`config.mk`:
```
export PLATFORM = sky130hd
export DESIGN_NAME = agnus_dma
export DESIGN_NICKNAME = d
export VERILOG_FILES = /design/src/hw/dma_regs_pkg.sv /design/src/hw/chip_bus_pkg.sv /design/src/hw/dma_control.sv /design/src/hw/slot_arbiter.sv /design/src/hw/grant_fifo.sv /design/src/hw/chip_mem_sequencer.sv /design/src/hw/agnus_dma.sv
export SDC_FILE = /design/constraint.sdc
export NUM_CORES = 1
export LEC_CHECK = 0
export BUFFER_PORTS_ARGS = -buffer_cell sky130_fd_sc_hd__buf_4
export CORE_AREA = 2 2 121 123
export DETAILED_ROUTE_END_ITERATION = 8
export DIE_AREA = 0 0 123 125
export HOLD_SLACK_MARGIN = 0.12
export PLACE_DENSITY = 0.78
export SYNTH_ARGS = -nofsm -noshare
export SYNTH_HDL_FRONTEND = slang
export SYNTH_HIERARCHICAL = 1
export SYNTH_SLANG_ARGS = --single-unit
```
`constraint.sdc`:
```
create_clock -name clk -period 2.8 [get_ports clk]
set_input_delay 0.14 -clock clk [delete_from_list [all_inputs] [get_ports clk]]
set_output_delay 0.14 -clock clk [all_outputs]
set_load 0.05 [all_outputs]
```
`src/hw/dma_regs_pkg.sv`:
```
`default_nettype none

package dma_regs_pkg;

  // custom register word addresses (byte address / 2)
  localparam logic [7:0] dmacon_addr  = 8'h4b;  // 0x096 write
  localparam logic [7:0] dmaconr_addr = 8'h01;  // 0x002 read

  // dmacon write data
  localparam int dmacon_set_bit = 15;  // 1: set bits, 0: clear bits

  // dmacon bit positions
  localparam int dmaen_bit  = 9;   // master enable
  localparam int bltpri_bit = 10;  // blitter nasty
  localparam int bplen_bit  = 8;
  localparam int copen_bit  = 7;
  localparam int blten_bit  = 6;
  localparam int dsken_bit  = 4;

  localparam int dmacon_width = 13;  // stored bits 12..0

  // cpu access to the register bank
  typedef struct packed {
    logic        rd;
    logic        wr;
    logic [7:0]  addr;   // word address
    logic [15:0] wdata;
  } reg_bus_t;

endpackage

`default_nettype wire

```
`src/hw/chip_bus_pkg.sv`:
```
`default_nettype none

package chip_bus_pkg;

  // owner of a chip bus cycle
  typedef enum logic [2:0] {
    chan_cpu      = 3'd0,
    chan_disk     = 3'd1,
    chan_refresh  = 3'd2,
    chan_bitplane = 3'd3,
    chan_copper   = 3'd4,
    chan_blitter  = 3'd5
  } chan_t;

  localparam int slot_w      = 2;   // slot number is line position mod 4
  localparam int chip_addr_w = 20;  // word address into chip ram

  // one granted bus cycle
  typedef struct packed {
    chan_t                  chan;
    logic [chip_addr_w-1:0] addr;
    logic                   write;
  } grant_t;

  // channel enables, already qualified by dmaen
  typedef struct packed {
    logic dsk;
    logic bpl;
    logic cop;
    logic blt;
    logic bltpri;  // nasty mode, not gated by the master bit
  } dma_enables_t;

  // request half of a copper or blitter handshake
  typedef struct packed {
    logic                   req;
    logic [chip_addr_w-1:0] addr;   // held while req is high
    logic                   write;
  } dma_req_t;

endpackage

`default_nettype wire

```
`src/hw/dma_control.sv`:
```
`timescale 1ns/1ps
`default_nettype none

module dma_control (
  input  logic                       clk,
  input  logic                       reset,
  input  dma_regs_pkg::reg_bus_t     reg_bus,
  output logic [15:0]                reg_rdata,
  output chip_bus_pkg::dma_enables_t enables
);

  logic [dma_regs_pkg::dmacon_width-1:0] dmacon;  // stored control bits
  logic dmacon_wr;
  logic dmaconr_rd;
  logic master;

  assign dmacon_wr  = reg_bus.wr && (reg_bus.addr == dma_regs_pkg::dmacon_addr);
  assign dmaconr_rd = reg_bus.rd && (reg_bus.addr == dma_regs_pkg::dmaconr_addr);

  // ---------------------------------------------------------
  // set/clear write
  // ---------------------------------------------------------
  always_ff @(posedge clk) begin
    if (reset) begin
      dmacon <= '0;
    end else if (dmacon_wr) begin
      if (reg_bus.wdata[dma_regs_pkg::dmacon_set_bit])
        dmacon <= dmacon | reg_bus.wdata[dma_regs_pkg::dmacon_width-1:0];  // set
      else
        dmacon <= dmacon & ~reg_bus.wdata[dma_regs_pkg::dmacon_width-1:0]; // clear
    end
  end

  // read bus is zero when not addressed so it can be or-ed with others
  // busy and zero bits are not implemented and read as 0
  assign reg_rdata = dmaconr_rd ? 16'(dmacon) : 16'h0000;

  // ---------------------------------------------------------
  // enables seen by the arbiter
  // ---------------------------------------------------------
  assign master = dmacon[dma_regs_pkg::dmaen_bit];

  always_comb begin
    enables.dsk    = dmacon[dma_regs_pkg::dsken_bit] & master;
    enables.bpl    = dmacon[dma_regs_pkg::bplen_bit] & master;
    enables.cop    = dmacon[dma_regs_pkg::copen_bit] & master;
    enables.blt    = dmacon[dma_regs_pkg::blten_bit] & master;
    enables.bltpri = dmacon[dma_regs_pkg::bltpri_bit];  // raw bit
  end

endmodule

`default_nettype wire

```
`src/hw/slot_arbiter.sv`:
```
`timescale 1ns/1ps
`default_nettype none

module slot_arbiter #(
  parameter int line_slots  = 228,  // slots per video line
  parameter int refresh_end = 16,   // refresh in slot 3 below this position
  parameter int bls_max     = 3     // blitter slowdown limit
) (
  input  logic                                   clk,
  input  logic                                   reset,
  input  chip_bus_pkg::dma_enables_t             enables,
  input  logic                                   disk_dmal,  // paula disk transfer request
  input  logic [chip_bus_pkg::chip_addr_w-1:0]   disk_addr,
  input  logic                                   disk_write,
  input  logic                                   bpl_fetch,  // bitplane fetch window
  input  logic [chip_bus_pkg::chip_addr_w-1:0]   bpl_addr,
  input  chip_bus_pkg::dma_req_t                 cop,
  input  chip_bus_pkg::dma_req_t                 blt,
  input  logic                                   bls,        // cpu is waiting for the bus
  input  logic                                   full,       // grant queue cannot take more
  output logic                                   cop_ack,
  output logic                                   blt_ack,
  output logic                                   dbr,        // chipset owns this slot
  output logic                                   cpu_custom,
  output logic                                   push,
  output chip_bus_pkg::grant_t                   grant
);

  localparam int pos_w = $clog2(line_slots);
  localparam int bls_w = $clog2(bls_max + 1);

  logic [pos_w-1:0]                pos;      // line position
  logic [chip_bus_pkg::slot_w-1:0] slot;
  logic [bls_w-1:0]                bls_cnt;  // missed cpu cycles
  logic                            odd_slot;
  logic                            dsk_win, ref_win, bpl_win, cop_win, blt_win;
  logic                            cop_sel, blt_sel;
  chip_bus_pkg::grant_t            grant_d;

  // ---------------------------------------------------------
  // slot counter
  // ---------------------------------------------------------
  always_ff @(posedge clk) begin
    if (reset)
      pos <= '0;
    else if (pos == pos_w'(line_slots - 1))
      pos <= '0;  // end of line
    else
      pos <= pos + 1'b1;
  end

  assign slot     = pos[chip_bus_pkg::slot_w-1:0];
  assign odd_slot = slot[0];  // slots 1 and 3

  // candidate requests, each already limited to its slots
  assign dsk_win = disk_dmal & enables.dsk & odd_slot;
  assign ref_win = (slot == 2'd3) && (pos < pos_w'(refresh_end));  // needs no enable
  assign bpl_win = bpl_fetch & enables.bpl & odd_slot;
  assign cop_win = cop.req & ~cop_ack & enables.cop & (slot == 2'd1);
  assign blt_win = blt.req & ~blt_ack & enables.blt & (slot != 2'd0)
                   & (bls_cnt != bls_w'(bls_max));  // blocked at the slowdown limit

  // ---------------------------------------------------------
  // fixed priority choice
  // ---------------------------------------------------------
  always_comb begin
    dbr           = 1'b1;
    cop_sel       = 1'b0;
    blt_sel       = 1'b0;
    grant_d.chan  = chip_bus_pkg::chan_cpu;
    grant_d.addr  = '0;
    grant_d.write = 1'b0;
    if (full) begin
      dbr = 1'b0;  // queue backed up, cpu keeps the slot
    end else if (dsk_win) begin
      grant_d.chan  = chip_bus_pkg::chan_disk;
      grant_d.addr  = disk_addr;
      grant_d.write = disk_write;
    end else if (ref_win) begin
      grant_d.chan = chip_bus_pkg::chan_refresh;  // no address, read only
    end else if (bpl_win) begin
      grant_d.chan = chip_bus_pkg::chan_bitplane;
      grant_d.addr = bpl_addr;
    end else if (cop_win) begin
      cop_sel       = 1'b1;
      grant_d.chan  = chip_bus_pkg::chan_copper;
      grant_d.addr  = cop.addr;
      grant_d.write = cop.write;
    end else if (blt_win) begin
      blt_sel       = 1'b1;
      grant_d.chan  = chip_bus_pkg::chan_blitter;
      grant_d.addr  = blt.addr;
      grant_d.write = blt.write;
    end else begin
      dbr = 1'b0;  // nothing wanted the slot
    end
  end

  assign cpu_custom = ~dbr;

  // winning grant goes to the queue at the end of the slot
  always_ff @(posedge clk) begin
    if (reset)
      push <= 1'b0;
    else
      push <= dbr;
  end

  always_ff @(posedge clk) begin
    grant <= grant_d;  // payload only
  end

  // ---------------------------------------------------------
  // four-phase acks to copper and blitter
  // ---------------------------------------------------------
  always_ff @(posedge clk) begin
    if (reset) begin
      cop_ack <= 1'b0;
      blt_ack <= 1'b0;
    end else begin
      if (cop_sel)
        cop_ack <= 1'b1;
      else if (!cop.req)
        cop_ack <= 1'b0;  // requester has let go
      if (blt_sel)
        blt_ack <= 1'b1;
      else if (!blt.req)
        blt_ack <= 1'b0;
    end
  end

  // blitter slowdown, counted in the even (cpu) slots
  always_ff @(posedge clk) begin
    if (reset) begin
      bls_cnt <= '0;
    end else if (!odd_slot) begin
      if (!bls || enables.bltpri)
        bls_cnt <= '0;  // cpu got through or nasty mode
      else if (bls_cnt != bls_w'(bls_max))
        bls_cnt <= bls_cnt + 1'b1;
    end
  end

  a_one_ack: assert property (@(posedge clk) disable iff (reset)
    !($rose(cop_ack) && $rose(blt_ack)));

endmodule

`default_nettype wire

```
`src/hw/grant_fifo.sv`:
```
`timescale 1ns/1ps
`default_nettype none

module grant_fifo #(
  parameter int fifo_depth = 4
) (
  input  logic                 clk,
  input  logic                 reset,
  input  logic                 push,
  input  chip_bus_pkg::grant_t din,
  output logic                 full,
  input  logic                 pop,
  output chip_bus_pkg::grant_t head,
  output logic                 empty
);

  localparam int ptr_w = (fifo_depth > 1) ? $clog2(fifo_depth) : 1;
  localparam int cnt_w = $clog2(fifo_depth + 1);

  chip_bus_pkg::grant_t mem [fifo_depth];
  logic [ptr_w-1:0]     wr_ptr, rd_ptr;
  logic [cnt_w-1:0]     count;

  // ---------------------------------------------------------
  // storage and pointers
  // ---------------------------------------------------------
  always_ff @(posedge clk) begin
    if (push)
      mem[wr_ptr] <= din;
  end

  always_ff @(posedge clk) begin
    if (reset) begin
      wr_ptr <= '0;
      rd_ptr <= '0;
      count  <= '0;
    end else begin
      if (push)
        wr_ptr <= (wr_ptr == ptr_w'(fifo_depth - 1)) ? '0 : wr_ptr + 1'b1;
      if (pop)
        rd_ptr <= (rd_ptr == ptr_w'(fifo_depth - 1)) ? '0 : rd_ptr + 1'b1;
      case ({push, pop})
        2'b10:   count <= count + 1'b1;
        2'b01:   count <= count - 1'b1;
        default: count <= count;  // none or both
      endcase
    end
  end

  assign head  = mem[rd_ptr];
  assign empty = (count == '0);
  // the arbiter pushes one cycle after it decides, so a push in flight
  // takes the last free entry
  assign full  = (count == cnt_w'(fifo_depth))
              || (push && (count == cnt_w'(fifo_depth - 1)));

  a_no_overflow: assert property (@(posedge clk) disable iff (reset)
    push |-> (count != cnt_w'(fifo_depth)));

  a_no_underflow: assert property (@(posedge clk) disable iff (reset)
    pop |-> !empty);

endmodule

`default_nettype wire

```
`src/hw/chip_mem_sequencer.sv`:
```
`timescale 1ns/1ps
`default_nettype none

module chip_mem_sequencer (
  input  logic                 clk,
  input  logic                 reset,
  input  chip_bus_pkg::grant_t head,
  input  logic                 empty,
  output logic                 pop,
  output logic                 mem_req,
  output chip_bus_pkg::grant_t mem_cmd,
  input  logic                 mem_ack
);

  typedef enum logic [1:0] {
    st_idle,     // waiting for a grant
    st_ack_hi,   // req up, waiting for ack
    st_ack_lo    // req down, waiting for ack to drop
  } state_t;

  state_t state;

  // ---------------------------------------------------------
  // four-phase cycle control
  // ---------------------------------------------------------
  always_ff @(posedge clk) begin
    if (reset) begin
      state   <= st_idle;
      mem_req <= 1'b0;
    end else begin
      case (state)
        st_idle: begin
          if (!empty) begin
            mem_req <= 1'b1;  // cmd latched on the same edge
            state   <= st_ack_hi;
          end
        end
        st_ack_hi: begin
          if (mem_ack) begin
            mem_req <= 1'b0;
            state   <= st_ack_lo;
          end
        end
        st_ack_lo: begin
          if (!mem_ack)
            state <= st_idle;  // cycle done, entry retired
        end
        default: begin
          state   <= st_idle;
          mem_req <= 1'b0;
        end
      endcase
    end
  end

  // command register, loaded only when a cycle starts
  always_ff @(posedge clk) begin
    if (state == st_idle && !empty)
      mem_cmd <= head;
  end

  // head stays in the queue until memory has finished with it
  assign pop = (state == st_ack_lo) && !mem_ack;

  a_cmd_stable: assert property (@(posedge clk) disable iff (reset)
    (mem_req && $past(mem_req)) |-> $stable(mem_cmd));

endmodule

`default_nettype wire

```
`src/hw/agnus_dma.sv`:
```
`timescale 1ns/1ps
`default_nettype none

module agnus_dma #(
  parameter int line_slots  = 228,
  parameter int refresh_end = 16,
  parameter int bls_max     = 3,
  parameter int fifo_depth  = 4
) (
  input  logic                                 clk,
  input  logic                                 reset,
  input  dma_regs_pkg::reg_bus_t               reg_bus,     // cpu register access
  output logic [15:0]                          reg_rdata,
  input  logic                                 disk_dmal,
  input  logic [chip_bus_pkg::chip_addr_w-1:0] disk_addr,
  input  logic                                 disk_write,
  input  logic                                 bpl_fetch,
  input  logic [chip_bus_pkg::chip_addr_w-1:0] bpl_addr,
  input  chip_bus_pkg::dma_req_t               cop,
  output logic                                 cop_ack,
  input  chip_bus_pkg::dma_req_t               blt,
  output logic                                 blt_ack,
  input  logic                                 bls,
  output logic                                 dbr,
  output logic                                 cpu_custom,
  output logic                                 mem_req,     // chip memory handshake
  output chip_bus_pkg::grant_t                 mem_cmd,
  input  logic                                 mem_ack
);

  chip_bus_pkg::dma_enables_t enables;
  chip_bus_pkg::grant_t       grant, head;
  logic                       push, full, pop, empty;

  // ---------------------------------------------------------
  // register block and arbiter
  // ---------------------------------------------------------
  dma_control i_dma_control (
    .clk       (clk),
    .reset     (reset),
    .reg_bus   (reg_bus),
    .reg_rdata (reg_rdata),
    .enables   (enables)
  );

  slot_arbiter #(
    .line_slots  (line_slots),
    .refresh_end (refresh_end),
    .bls_max     (bls_max)
  ) i_slot_arbiter (
    .clk        (clk),
    .reset      (reset),
    .enables    (enables),
    .disk_dmal  (disk_dmal),
    .disk_addr  (disk_addr),
    .disk_write (disk_write),
    .bpl_fetch  (bpl_fetch),
    .bpl_addr   (bpl_addr),
    .cop        (cop),
    .blt        (blt),
    .bls        (bls),
    .full       (full),
    .cop_ack    (cop_ack),
    .blt_ack    (blt_ack),
    .dbr        (dbr),
    .cpu_custom (cpu_custom),
    .push       (push),
    .grant      (grant)
  );

  // ---------------------------------------------------------
  // grant queue and memory side
  // ---------------------------------------------------------
  grant_fifo #(
    .fifo_depth (fifo_depth)
  ) i_grant_fifo (
    .clk   (clk),
    .reset (reset),
    .push  (push),
    .din   (grant),
    .full  (full),
    .pop   (pop),
    .head  (head),
    .empty (empty)
  );

  chip_mem_sequencer i_chip_mem_sequencer (
    .clk     (clk),
    .reset   (reset),
    .head    (head),
    .empty   (empty),
    .pop     (pop),
    .mem_req (mem_req),
    .mem_cmd (mem_cmd),
    .mem_ack (mem_ack)
  );

endmodule

`default_nettype wire

```
==> results of run 1 <==
-- path summary, 6_finish.rpt --
check	startpoint	to	slack [ns]	depth (start not counted)
max	i_grant_fifo/count[0]	i_slot_arbiter/blt_ack	0.17	8
min	blt[6]	i_slot_arbiter/grant[6]	0.12	3
max reg2reg	i_grant_fifo/count[0]	i_slot_arbiter/blt_ack	0.17	8
min reg2reg	flip-flop	flip-flop	0.48	2
-- synth_stat cells (all sizes together) --
master     n
or3        1
and3       2
nor4       3
mux4      24
a31oi     22
buf       19
nand4     13
a22oi      1
inv       12
nand3      7
mux2i     16
clkbuf    14
nand4b     1
a21bo      1
nor2b      2
edfxtp   120
a21o      21
a41o       2
or4        2
nor3       4
and4b      1
xor2       4
o31ai     22
nor4b      2
nor2      44
nor3b      3
dfxtp     62
nand2b    14
and4       6
xnor2      5
conb       1
a21oi      9
nand3b     2
or3b       1
fa         1
nand2     28
o21ai      4
a2111oi    1
ha        10
and2      22
-- cells in the final DEF (no fill, tap or decap), drive strengths merged, types with 5 or more instances in the layout --
master	synthesis	routed
a21o	21	21
a21oi	9	9
a31oi	22	22
and2	22	22
and4	6	6
buf	19	168
clkbuf	14	19
dfxtp	62	62
dlygate4sd3	0	71
edfxtp	120	120
ha	10	10
inv	12	16
mux2i	16	16
mux4	24	24
nand2	28	28
nand2b	14	14
nand3	7	7
nand4	13	13
nor2	44	44
o31ai	22	22
xnor2	5	5
-- state kept, by name, indices dropped and copies added, names as in the netlist, 2 cells and up, named ones only --
register / count
i_chip_mem_sequencer/mem_cmd: 24
i_chip_mem_sequencer/state: 2
i_grant_fifo/count: 3
i_grant_fifo/mem: 96
i_grant_fifo/rd_ptr: 2
i_grant_fifo/wr_ptr: 2
i_slot_arbiter/bls_cnt: 2
i_slot_arbiter/grant: 24
i_slot_arbiter/pos: 8
-- through the flow --
step	hold slack [ns]	cells	util (%)
after floorplan	0.209	531	-
after global placement	0.339	850	61.8
after detailed placement	0.341	850	61.8
after CTS	0.144	953	71.1
after global routing	0.151	953	71.2
final	0.122	953	71.2
-- area by class of cell --
type                    count  share of cell area, %
multi-input cells         304                   23.9
clock buffers              19                   4.28
repair buffers            239                   19.5
clock inverters            13                   1.67
flip-flops and latches    182                   47.9
well taps                 184                   2.28
inverters                  12                  0.445
-- kinds of logic after synthesis --
logic type / count (synthesis) / share of synthesized area (%)
xor+xnor: 9 / 1.05
other cells: 1 / 0.0502
fa+ha+maj: 11 / 1.94
mux: 40 / 9.57
compound gates: 83 / 7.73
buf+inv: 45 / 3.35
simple gates: 158 / 11.5
flops: 182 / 64.8
-- per-layer routing --
metal	wire length [um]	global-route usage, %	vias up
met5	0	0	-
met4	388	8.49	0
met3	1230	6.30	39
met2	9500	43.2	255
met1	7180	31.9	2661
li1	-	-	2447
-- report_power, final --
group,switching [uW],total [uW],internal [uW],leakage [uW]
combinational,168,357,188,0.00217
clock,1010,2430,1420,0.000282
sequential,18.0,2870,2860,0.00183
total,1200,5660,4460,0.00428
-- critical path: cells and delay by family (launching register included) --
family          cells  cell delay [ns]
flops               1             0.40
simple gates        2             0.55
buf+inv             2             0.66
compound gates      4             0.97
-- what timing repair did --
action	4_1_cts	5_1_grt
endpoints found under the setup margin	0	15
hold buffers	71	0
endpoints found under the hold margin	47	0
buffers inserted	0	0
gates resized for setup	0	5
==> impl_metrics.csv, run 1 <==
group,metric,value,unit
placed_design,dpl_cell_area,0.00878,sq mm
placed_design,port_buffers,156,
floorplan,start_util,52.6,%
placed_design,gp_congestion,0.821,
global_route,grt_pass1_wl,29400,um
critical_path,crit_chain,"inv_1, nand3_1, o21ai_1, a31oi_1, a21bo_4, or4_1, a21oi_1, dlygate4sd3_1",
timing,relSlewSlack,52.5,%
status,status,"finished clean",
routing,drt_pass1_iterations,5,
timing,fin_crit,2.63,ns
critical_path,endpoint_kind,"flip-flop",
pwr,power-per-cell-area,560,mW/mm^2
routing,wl,18300,um
critical_path,startpoint_type,"flip-flop",
placed_design,dp_slack,0.501,ns
critical_path,cp_max_fo,21,
timing,finalCritPeriodShare,93.9,%
timing,setup_violations,0,
floorplan,dieHeight,125,um
yosys,yosys-top-cells-area,"edfxtp_1 48%, dfxtp_1 17%, mux4_2 6.0%",
floorplan,coreArea,0.0142,sq mm
routing,post_drt_wl_per_cell,19.2,um
pwr,leakagePower,0.00428,uW
yosys,yosys.cell_types.count,50,
critical_path,crit_arrival,3.00,ns
critical_path,worst_path_max_delay_cell,"dlygate4sd3_1",
clock_network,cts.sinks,182,
layout,antennaDiodeCount,0,
clock_network,htreeDepth,4,
clock_network,path_clk_slew,0.07,ns
clock_network,cts_made_buffers,17,
run,cap_violations,0,
global_route,grt_max_degree,34,
yosys,synth-seq-cells,182,
global_route,first_global_vias,5572,
routing,remaining_drc_errors,0,
timing,final_hold_viol_count,0,
timing,rsz0062_at_grt,"false",
yosys,ys_warn_count,6,
floorplan,rows,44,
critical_path,worst-setup-path-type,"flip-flop to flip-flop",
layout,nNetsFinal,884,
clock_network,clk_latency,0.43,ns
critical_path,critPathRequiredTime,3.17,ns
pwr,p_total,5660,uW
hold_path,hold_path_class,"input pin to flip-flop",
global_route,antenna_found_initial,0,
yosys,synthesis.area,0.00748,sq mm
placed_design,post-dp-hpwl,11100,um
routing,drtIter0Drc,455,
timing,finalWorstSetupSlack,0.171,ns
yosys,yosysTopAreaCellShare,48.2,%
clock_network,cts_root_buf,"clkbuf_16",
pwr,ir_drop,510,uV
timing,fmax,380,MHz
layout,multi_input_area,0.00242,sq mm
layout,fillers,906,
global_route,grt_usage,25.5,%
clock_network,cts_buffer_depth,2,
global_route,grt-ovfl-total,0,
timing,worst_slew_pin_slew,0.705,ns
floorplan,die_area,0.0154,sq mm
clock_network,cts_tree,"built",
floorplan,ioPinCount,162,
yosys,netlist_instances,529,
yosys,synth.avg_cell_area,14.1,sq um
timing,worst_clock_skew,0.0154,ns
layout,fin_area,0.0101,sq mm
yosys,yosysSeqAreaShare,64.8,%
routing,num_vias,5402,
floorplan,die_w,123,um
routing,via_per_inst,5.67,
timing,fin_setup_tns,0,ns
yosys,yosysTopAreaCell,"edfxtp_1",
layout,regArea,0.00485,sq mm
layout,area_growth,35.3,%
timing,maxSlewViolCount,0,
layout,drive_above_1_share,30.0,%
routing,final_antenna_net_count,0,
critical_path,max_stage_delay,0.56,ns
Power figures use the tool's default switching activity.
==> inputs of run 2 (changes only) <==
--- a/config.mk
+++ b/config.mk
@@ -11,6 +11,7 @@
 export DIE_AREA = 0 0 123 125
 export HOLD_SLACK_MARGIN = 0.12
 export PLACE_DENSITY = 0.78
+export REMOVE_ABC_BUFFERS = 1
 export SYNTH_ARGS = -nofsm -noshare
 export SYNTH_HDL_FRONTEND = slang
 export SYNTH_HIERARCHICAL = 1
==> run 2 against run 1 <==
Net effect: via count rose by 1.7%; critical path type unchanged; sequential power barely moved; cell area rose by 1.8%; clock skew fell by 0.0032 ns; utilization rose by 1.3 points; wire length rose by 5.6%; hold slack improved by 0.021 ns; non-clock buffer count rose by 20; die area did not move; fmax fell by 2.1%; critical path depth did not move.
==> impl_metrics.csv, run 2 (synthesized netlist as in run 1, its figures left out) <==
group,metric,value,unit
status,status,"finished clean",
layout,area_growth,37.7,%
floorplan,die_area,0.0154,sq mm
layout,regArea,0.00485,sq mm
pwr,leakagePower,0.00432,uW
timing,fin_setup_tns,0,ns
pwr,pwr-share-seq,50.8,%
critical_path,timing.rr.start,"i_grant_fifo/count[0]",
global_route,grt-ovfl-total,0,
routing,via_per_inst,5.65,
routing,final_antenna_net_count,0,
layout,mostFrequentLayoutCells,"169 x buf_4, 120 x edfxtp_1, 90 x dlygate4sd3_1",
pwr,p_sw_share,22.0,%
critical_path,crit_arrival,3.06,ns
critical_path,cp-endpoint,"i_slot_arbiter/blt_ack",
clock_network,cts_made_buffers,17,
routing,drt_pass1_iterations,4,
clock_network,cts.sinks,182,
layout,largest_reg_flops,96,
routing,met1Wirelength,7000,um
pwr,ir_drop,429,uV
clock_network,path_clk_slew,0.07,ns
critical_path,crit_chain,"inv_1, nand3_1, o21ai_0, a31oi_1, a21bo_4, or4_1, a21oi_1, dlygate4sd3_1",
timing,finalWorstSetupSlack,0.116,ns
pwr,clock_power_share,42.2,%
timing,final_hold_viol_count,0,
timing,fin_crit,2.68,ns
floorplan,coreArea,0.0142,sq mm
placed_design,dpl_cell_area,0.00878,sq mm
timing,finalCritPeriodShare,95.9,%
critical_path,critPathRequiredTime,3.18,ns
critical_path,cp_max_fo,21,
run,cap_violations,0,
global_route,grt_usage,26.2,%
layout,fillers,884,
pwr,combPwrFrac,7.0,%
critical_path,worst_path_max_delay_cell,"dlygate4sd3_1",
layout,layout.cells.non_filler,973,
global_route,grt_pass1_wl,29600,um
hold_path,hold_depth,4,
timing,setup_violations,0,
placed_design,port_buffers,156,
routing,wl,19300,um
layout,multi_input_area,0.00241,sq mm
critical_path,max_stage_delay,0.55,ns
timing,relSlewSlack,15.5,%
pwr,p_total,5660,uW
timing,fmax,373,MHz
global_route,antenna_found_initial,0,
layout,fin_area,0.0103,sq mm
floorplan,start_util,52.6,%
critical_path,worst-setup-path-type,"flip-flop to flip-flop",
clock_network,cts_root_buf,"clkbuf_16",
critical_path,startpoint,"i_grant_fifo/count[0]",
floorplan,die_w,123,um
clock_network,cts_tree,"built",
placed_design,post-dp-hpwl,10600,um
layout,antennaDiodeCount,0,
global_route,grt_max_degree,34,
pwr,internal_power,4420,uW
routing,highest_layer,"met4",
layout,top_regs,"i_grant_fifo/mem: 96 flops, i_chip_mem_sequencer/mem_cmd: 24 flops, i_slot_arbiter/grant: 24 flops",
layout,top_register,"i_grant_fifo/mem",
clock_network,cts_buffer_depth,2,
layout,mostFrequentLayoutCell,"buf_4",
routing,post_drt_wl_per_cell,19.9,um
critical_path,startpoint_type,"flip-flop",
timing,worst_clock_skew,0.0122,ns
critical_path,reg2reg_setup_slack,0.12,ns
layout,drive_above_1_share,29.5,%
pwr,p_switching,1250,uW
hold_path,hold_path_class,"input pin to flip-flop",
pwr,power-per-cell-area,550,mW/mm^2
timing,maxSlewViolCount,0,
critical_path,reg2regPathDepth,8,
critical_path,rr_endpoint,"i_slot_arbiter/blt_ack",
placed_design,dp.cells,850,
timing,worst_slew_pin_slew,1.27,ns
layout,nNetsFinal,904,
floorplan,ioPinCount,162,
clock_network,clk_latency,0.44,ns
routing,num_vias,5495,
critical_path,endpoint_kind,"flip-flop",
global_route,first_global_vias,5660,
placed_design,gp_congestion,0.819,
clock_network,htreeDepth,4,
routing,route.met3.wl,1480,um
placed_design,dp_slack,0.359,ns
routing,drtIter0Drc,466,
routing,remaining_drc_errors,0,
hold_path,hold_start,"cop[17]",
floorplan,rows,44,
floorplan,dieHeight,125,um
routing,wl_met2,10300,um
==> run 2: worst min path at each step <==
stage	endpoint	slack [ns]
after floorplan	i_grant_fifo/count[2]	0.21
after global placement	i_slot_arbiter/grant[7]	0.33
after detailed placement	i_slot_arbiter/grant[12]	0.34
after CTS	i_slot_arbiter/grant[15]	0.13
after global routing	i_slot_arbiter/grant[17]	0.16
final	i_slot_arbiter/grant[17]	0.14
==> run 2: power by group through the flow <==
| stage | Sequential [uW] | Clock [uW] | Combinational [uW] |
|---|---|---|---|
| after floorplan | 2970 | 0 | 74.0 |
| after global placement | 2930 | 0 | 291 |
| after detailed placement | 2930 | 0 | 299 |
| after CTS | 2870 | 2410 | 388 |
| after global routing | 2880 | 2530 | 419 |
| final | 2870 | 2390 | 396 |
==> run 2: critical path, delay by kind of cell (launching register included) <==
| family | cells | cell delay (ns) |
|---|---|---|
| AOI/OAI and AO/OA | 4 | 1.09 |
| buffers and inverters | 2 | 0.65 |
| and+or+nand+nor | 2 | 0.52 |
| DFF | 1 | 0.38 |
==> run 2: area by class of cell <==
type	count	area share, %
clock buffer	18	4.17
clock inverter	14	1.62
tap	184	2.24
sequential	182	47.1
timing repair buffer	259	21.1
multi-input combinational	304	23.4
inverter	12	0.437
==> run 2: layer usage <==
| metal | GRT usage (%) | vias up |
|---|---|---|
| met2 | 46.7 | 316 |
| met3 | 5.89 | 50 |
| met4 | 12.0 | 0 |
| met1 | 29.6 | 2626 |
| met5 | 0 | - |
| li1 | - | 2503 |
==> run 2: repair_timing <==
item,4_1_cts,5_1_grt
resized for setup,0,2
buffers inserted,0,1
endpoints found under the hold margin,53,0
hold buffers,90,0
endpoints found under the setup margin,0,1
==> run 2: through the flow <==
step | util (%) | hold slack [ns]
after detailed placement | 61.8 | 0.339
after CTS | 72.4 | 0.127
after global routing | 72.5 | 0.156
after global placement | 61.8 | 0.332
after floorplan | - | 0.209
final | 72.5 | 0.143
==> inputs of run 3 (changes only) <==
--- a/config.mk
+++ b/config.mk
@@ -6,11 +6,12 @@
 export NUM_CORES = 1
 export LEC_CHECK = 0
 export BUFFER_PORTS_ARGS = -buffer_cell sky130_fd_sc_hd__buf_4
-export CORE_AREA = 2 2 121 123
+export CORE_AREA = 2 2 122 124
 export DETAILED_ROUTE_END_ITERATION = 8
-export DIE_AREA = 0 0 123 125
+export DIE_AREA = 0 0 124 126
+export GPL_TIMING_DRIVEN = 0
 export HOLD_SLACK_MARGIN = 0.12
-export PLACE_DENSITY = 0.78
+export PLACE_DENSITY = 0.77
 export REMOVE_ABC_BUFFERS = 1
 export SYNTH_ARGS = -nofsm -noshare
 export SYNTH_HDL_FRONTEND = slang
==> run 3 against run 2 <==
Net effect: setup slack improved by 0.064 ns; die area grew 1.6%; non-clock buffer count is 6 lower; flip-flop and latch count stayed put; cell area about the same; register-to-register slack gained 0.06 ns; clock skew is 0.00055 ns lower; global-route usage decreased by 1.1 points; highest routed layer unchanged.
==> impl_metrics.csv, run 3 (synthesized netlist as in run 1, its figures left out) <==
group,metric,value,unit
status,status,"finished clean",
floorplan,rows,44,
critical_path,crit_family,"simple AND/OR/NAND/NOR gates",
routing,final_antenna_net_count,0,
layout,drive_above_1_share,29.6,%
critical_path,crit_arrival,2.99,ns
layout,final_util,72.0,%
pwr,pwr-share-seq,51.0,%
floorplan,start_util,52.2,%
clock_network,cts_made_buffers,17,
timing,finalCritPeriodShare,93.6,%
clock_network,cts_buffer_depth,2,
global_route,grt-ovfl-total,0,
critical_path,critPathRequiredTime,3.17,ns
hold_path,hold_path_class,"input pin to flip-flop",
critical_path,startpoint_type,"flip-flop",
global_route,antenna_found_initial,0,
layout,mostFrequentLayoutCell,"buf_4",
global_route,grt_max_degree,34,
run,cap_violations,0,
floorplan,dieHeight,126,um
routing,num_vias,5474,
timing,relSlewSlack,12.3,%
critical_path,cp_max_fo,11,
global_route,grt_util_met3,6.88,%
timing,maxSlewViolCount,0,
floorplan,die_w,124,um
timing,setup_violations,0,
placed_design,post-dp-hpwl,10800,um
placed_design,gp_congestion,0.790,
pwr,ir_drop,560,uV
global_route,grt_pass1_wl,28900,um
placed_design,port_buffers,156,
floorplan,die_area,0.0156,sq mm
timing,fmax,382,MHz
floorplan,ioPinCount,162,
routing,wl,19200,um
floorplan,coreArea,0.0143,sq mm
pwr,power-per-cell-area,547,mW/mm^2
timing,final_hold_viol_count,0,
global_route,grt_use_met2,42.6,%
routing,remaining_drc_errors,0,
pwr,p_switching,1260,uW
layout,area_growth,37.8,%
timing,fin_crit,2.62,ns
critical_path,max_stage_delay,0.56,ns
layout,top_regs,"i_grant_fifo/mem: 96 flops, i_chip_mem_sequencer/mem_cmd: 24 flops, i_slot_arbiter/grant: 24 flops",
global_route,grt_usage,25.1,%
timing,worst_clock_skew,0.0117,ns
timing,rsz0062_at_grt,"false",
critical_path,crit_chain,"inv_1, ha_1, or4_4, or4_1, a21oi_1, dlygate4sd3_1",
clock_network,clk_latency,0.43,ns
layout,mostFrequentLayoutCells,"161 x buf_4, 120 x edfxtp_1, 90 x dlygate4sd3_1",
routing,drt_pass1_iterations,5,
routing,via_per_inst,5.65,
critical_path,reg2reg_setup_slack,0.18,ns
pwr,leakagePower,0.00431,uW
clock_network,cts.sinks,182,
critical_path,endpoint_kind,"flip-flop",
clock_network,path_clk_slew,0.07,ns
clock_network,cts_root_buf,"clkbuf_16",
global_route,use_met1,29.8,%
layout,largest_reg_flops,96,
timing,fin_hold_ws,0.146,ns
timing,worst_slew_pin_slew,1.32,ns
pwr,clock_power_share,41.9,%
pwr,p_sw_share,22.4,%
critical_path,worst_path_max_delay_cell,"dlygate4sd3_1",
global_route,busiest_layer,"met2",
layout,top_register,"i_grant_fifo/mem",
routing,post_drt_wl_per_cell,19.8,um
layout,nNetsFinal,900,
layout,antennaDiodeCount,0,
pwr,internal_power,4370,uW
critical_path,path_buf_inv,2,
clock_network,htreeDepth,4,
routing,drtIter0Drc,516,
pwr,p_total,5640,uW
timing,fin_setup_tns,0,ns
timing,finalWorstSetupSlack,0.180,ns
clock_network,cts_tree,"built",
critical_path,worst-setup-path-type,"flip-flop to flip-flop",
global_route,first_global_vias,5767,
placed_design,dp_slack,-0.0345,ns
pwr,combPwrFrac,7.1,%
-- run 3: cell types whose count changed in the layout (fill, tap and decap cells not counted), sizes merged --
cell / change
bufinv: -1
a21bo: +1
nand4b: +1
inv: -1
clkinv: +3
clkinvlp: -1
buf: -6
-- run 3: per-layer routing --
metal  routed length (um)  vias up  share of wire [%]
li1                     -     2491                  -
met1                 7620     2675                 40
met2                 9740      261                 51
met3                 1300       47                6.8
met4                  553        0                2.9
met5                    0        -                  0
-- run 3: power by group through the flow --
| stage | registers (uW) | clock network, uW | logic, uW |
|---|---|---|---|
| floorplan | 2970 | 0 | 74.0 |
| global placement | 2940 | 0 | 285 |
| detailed placement | 2940 | 0 | 295 |
| CTS | 2880 | 2390 | 387 |
| global route | 2880 | 2520 | 420 |
| finish | 2880 | 2360 | 398 |
-- run 3: what timing repair did --
item	CTS	global route
pin swaps	1	0
hold endpoints to repair	49	0
resized for setup	1	5
hold buffers	90	0
cloned	1	1
endpoints found under the setup margin	2	1
setup buffers	1	1
-- run 3: layout make-up --
cell class / count / area [sq um]
tap: 184 / 230
fill: 915 / 4010
clock inverter: 14 / 166
sequential: 182 / 4850
clock buffer: 18 / 439
timing repair buffer: 253 / 2140
inverter: 12 / 45.0
multi-input combinational: 306 / 2440
-- run 3: path summary, 6_finish.rpt --
check,from,end,cells after the start
setup reg to reg,i_slot_arbiter/pos[0],i_slot_arbiter/blt_ack,6
setup / recovery,i_slot_arbiter/pos[0],i_slot_arbiter/blt_ack,6
hold reg to reg,i_slot_arbiter/grant[3],i_grant_fifo/mem[2][3],0
hold / removal,cop[16],i_slot_arbiter/grant[16],4
-- run 3: worst register-to-register path, delay by kind of cell (launching register included) --
family	cells	cell delay, ns
AOI/OAI and AO/OA	1	0.18
and+or+nand+nor	2	1.06
buffers and inverters	2	0.65
adders and majority gates	1	0.23
DFF	1	0.45
-- run 3: metrics by stage --
step	std cells	area [sq um]
after floorplan	498	7280
after detailed placement	843	8740
after global placement	838	8680
final	969	10300
after global routing	969	10300
after CTS	967	10300
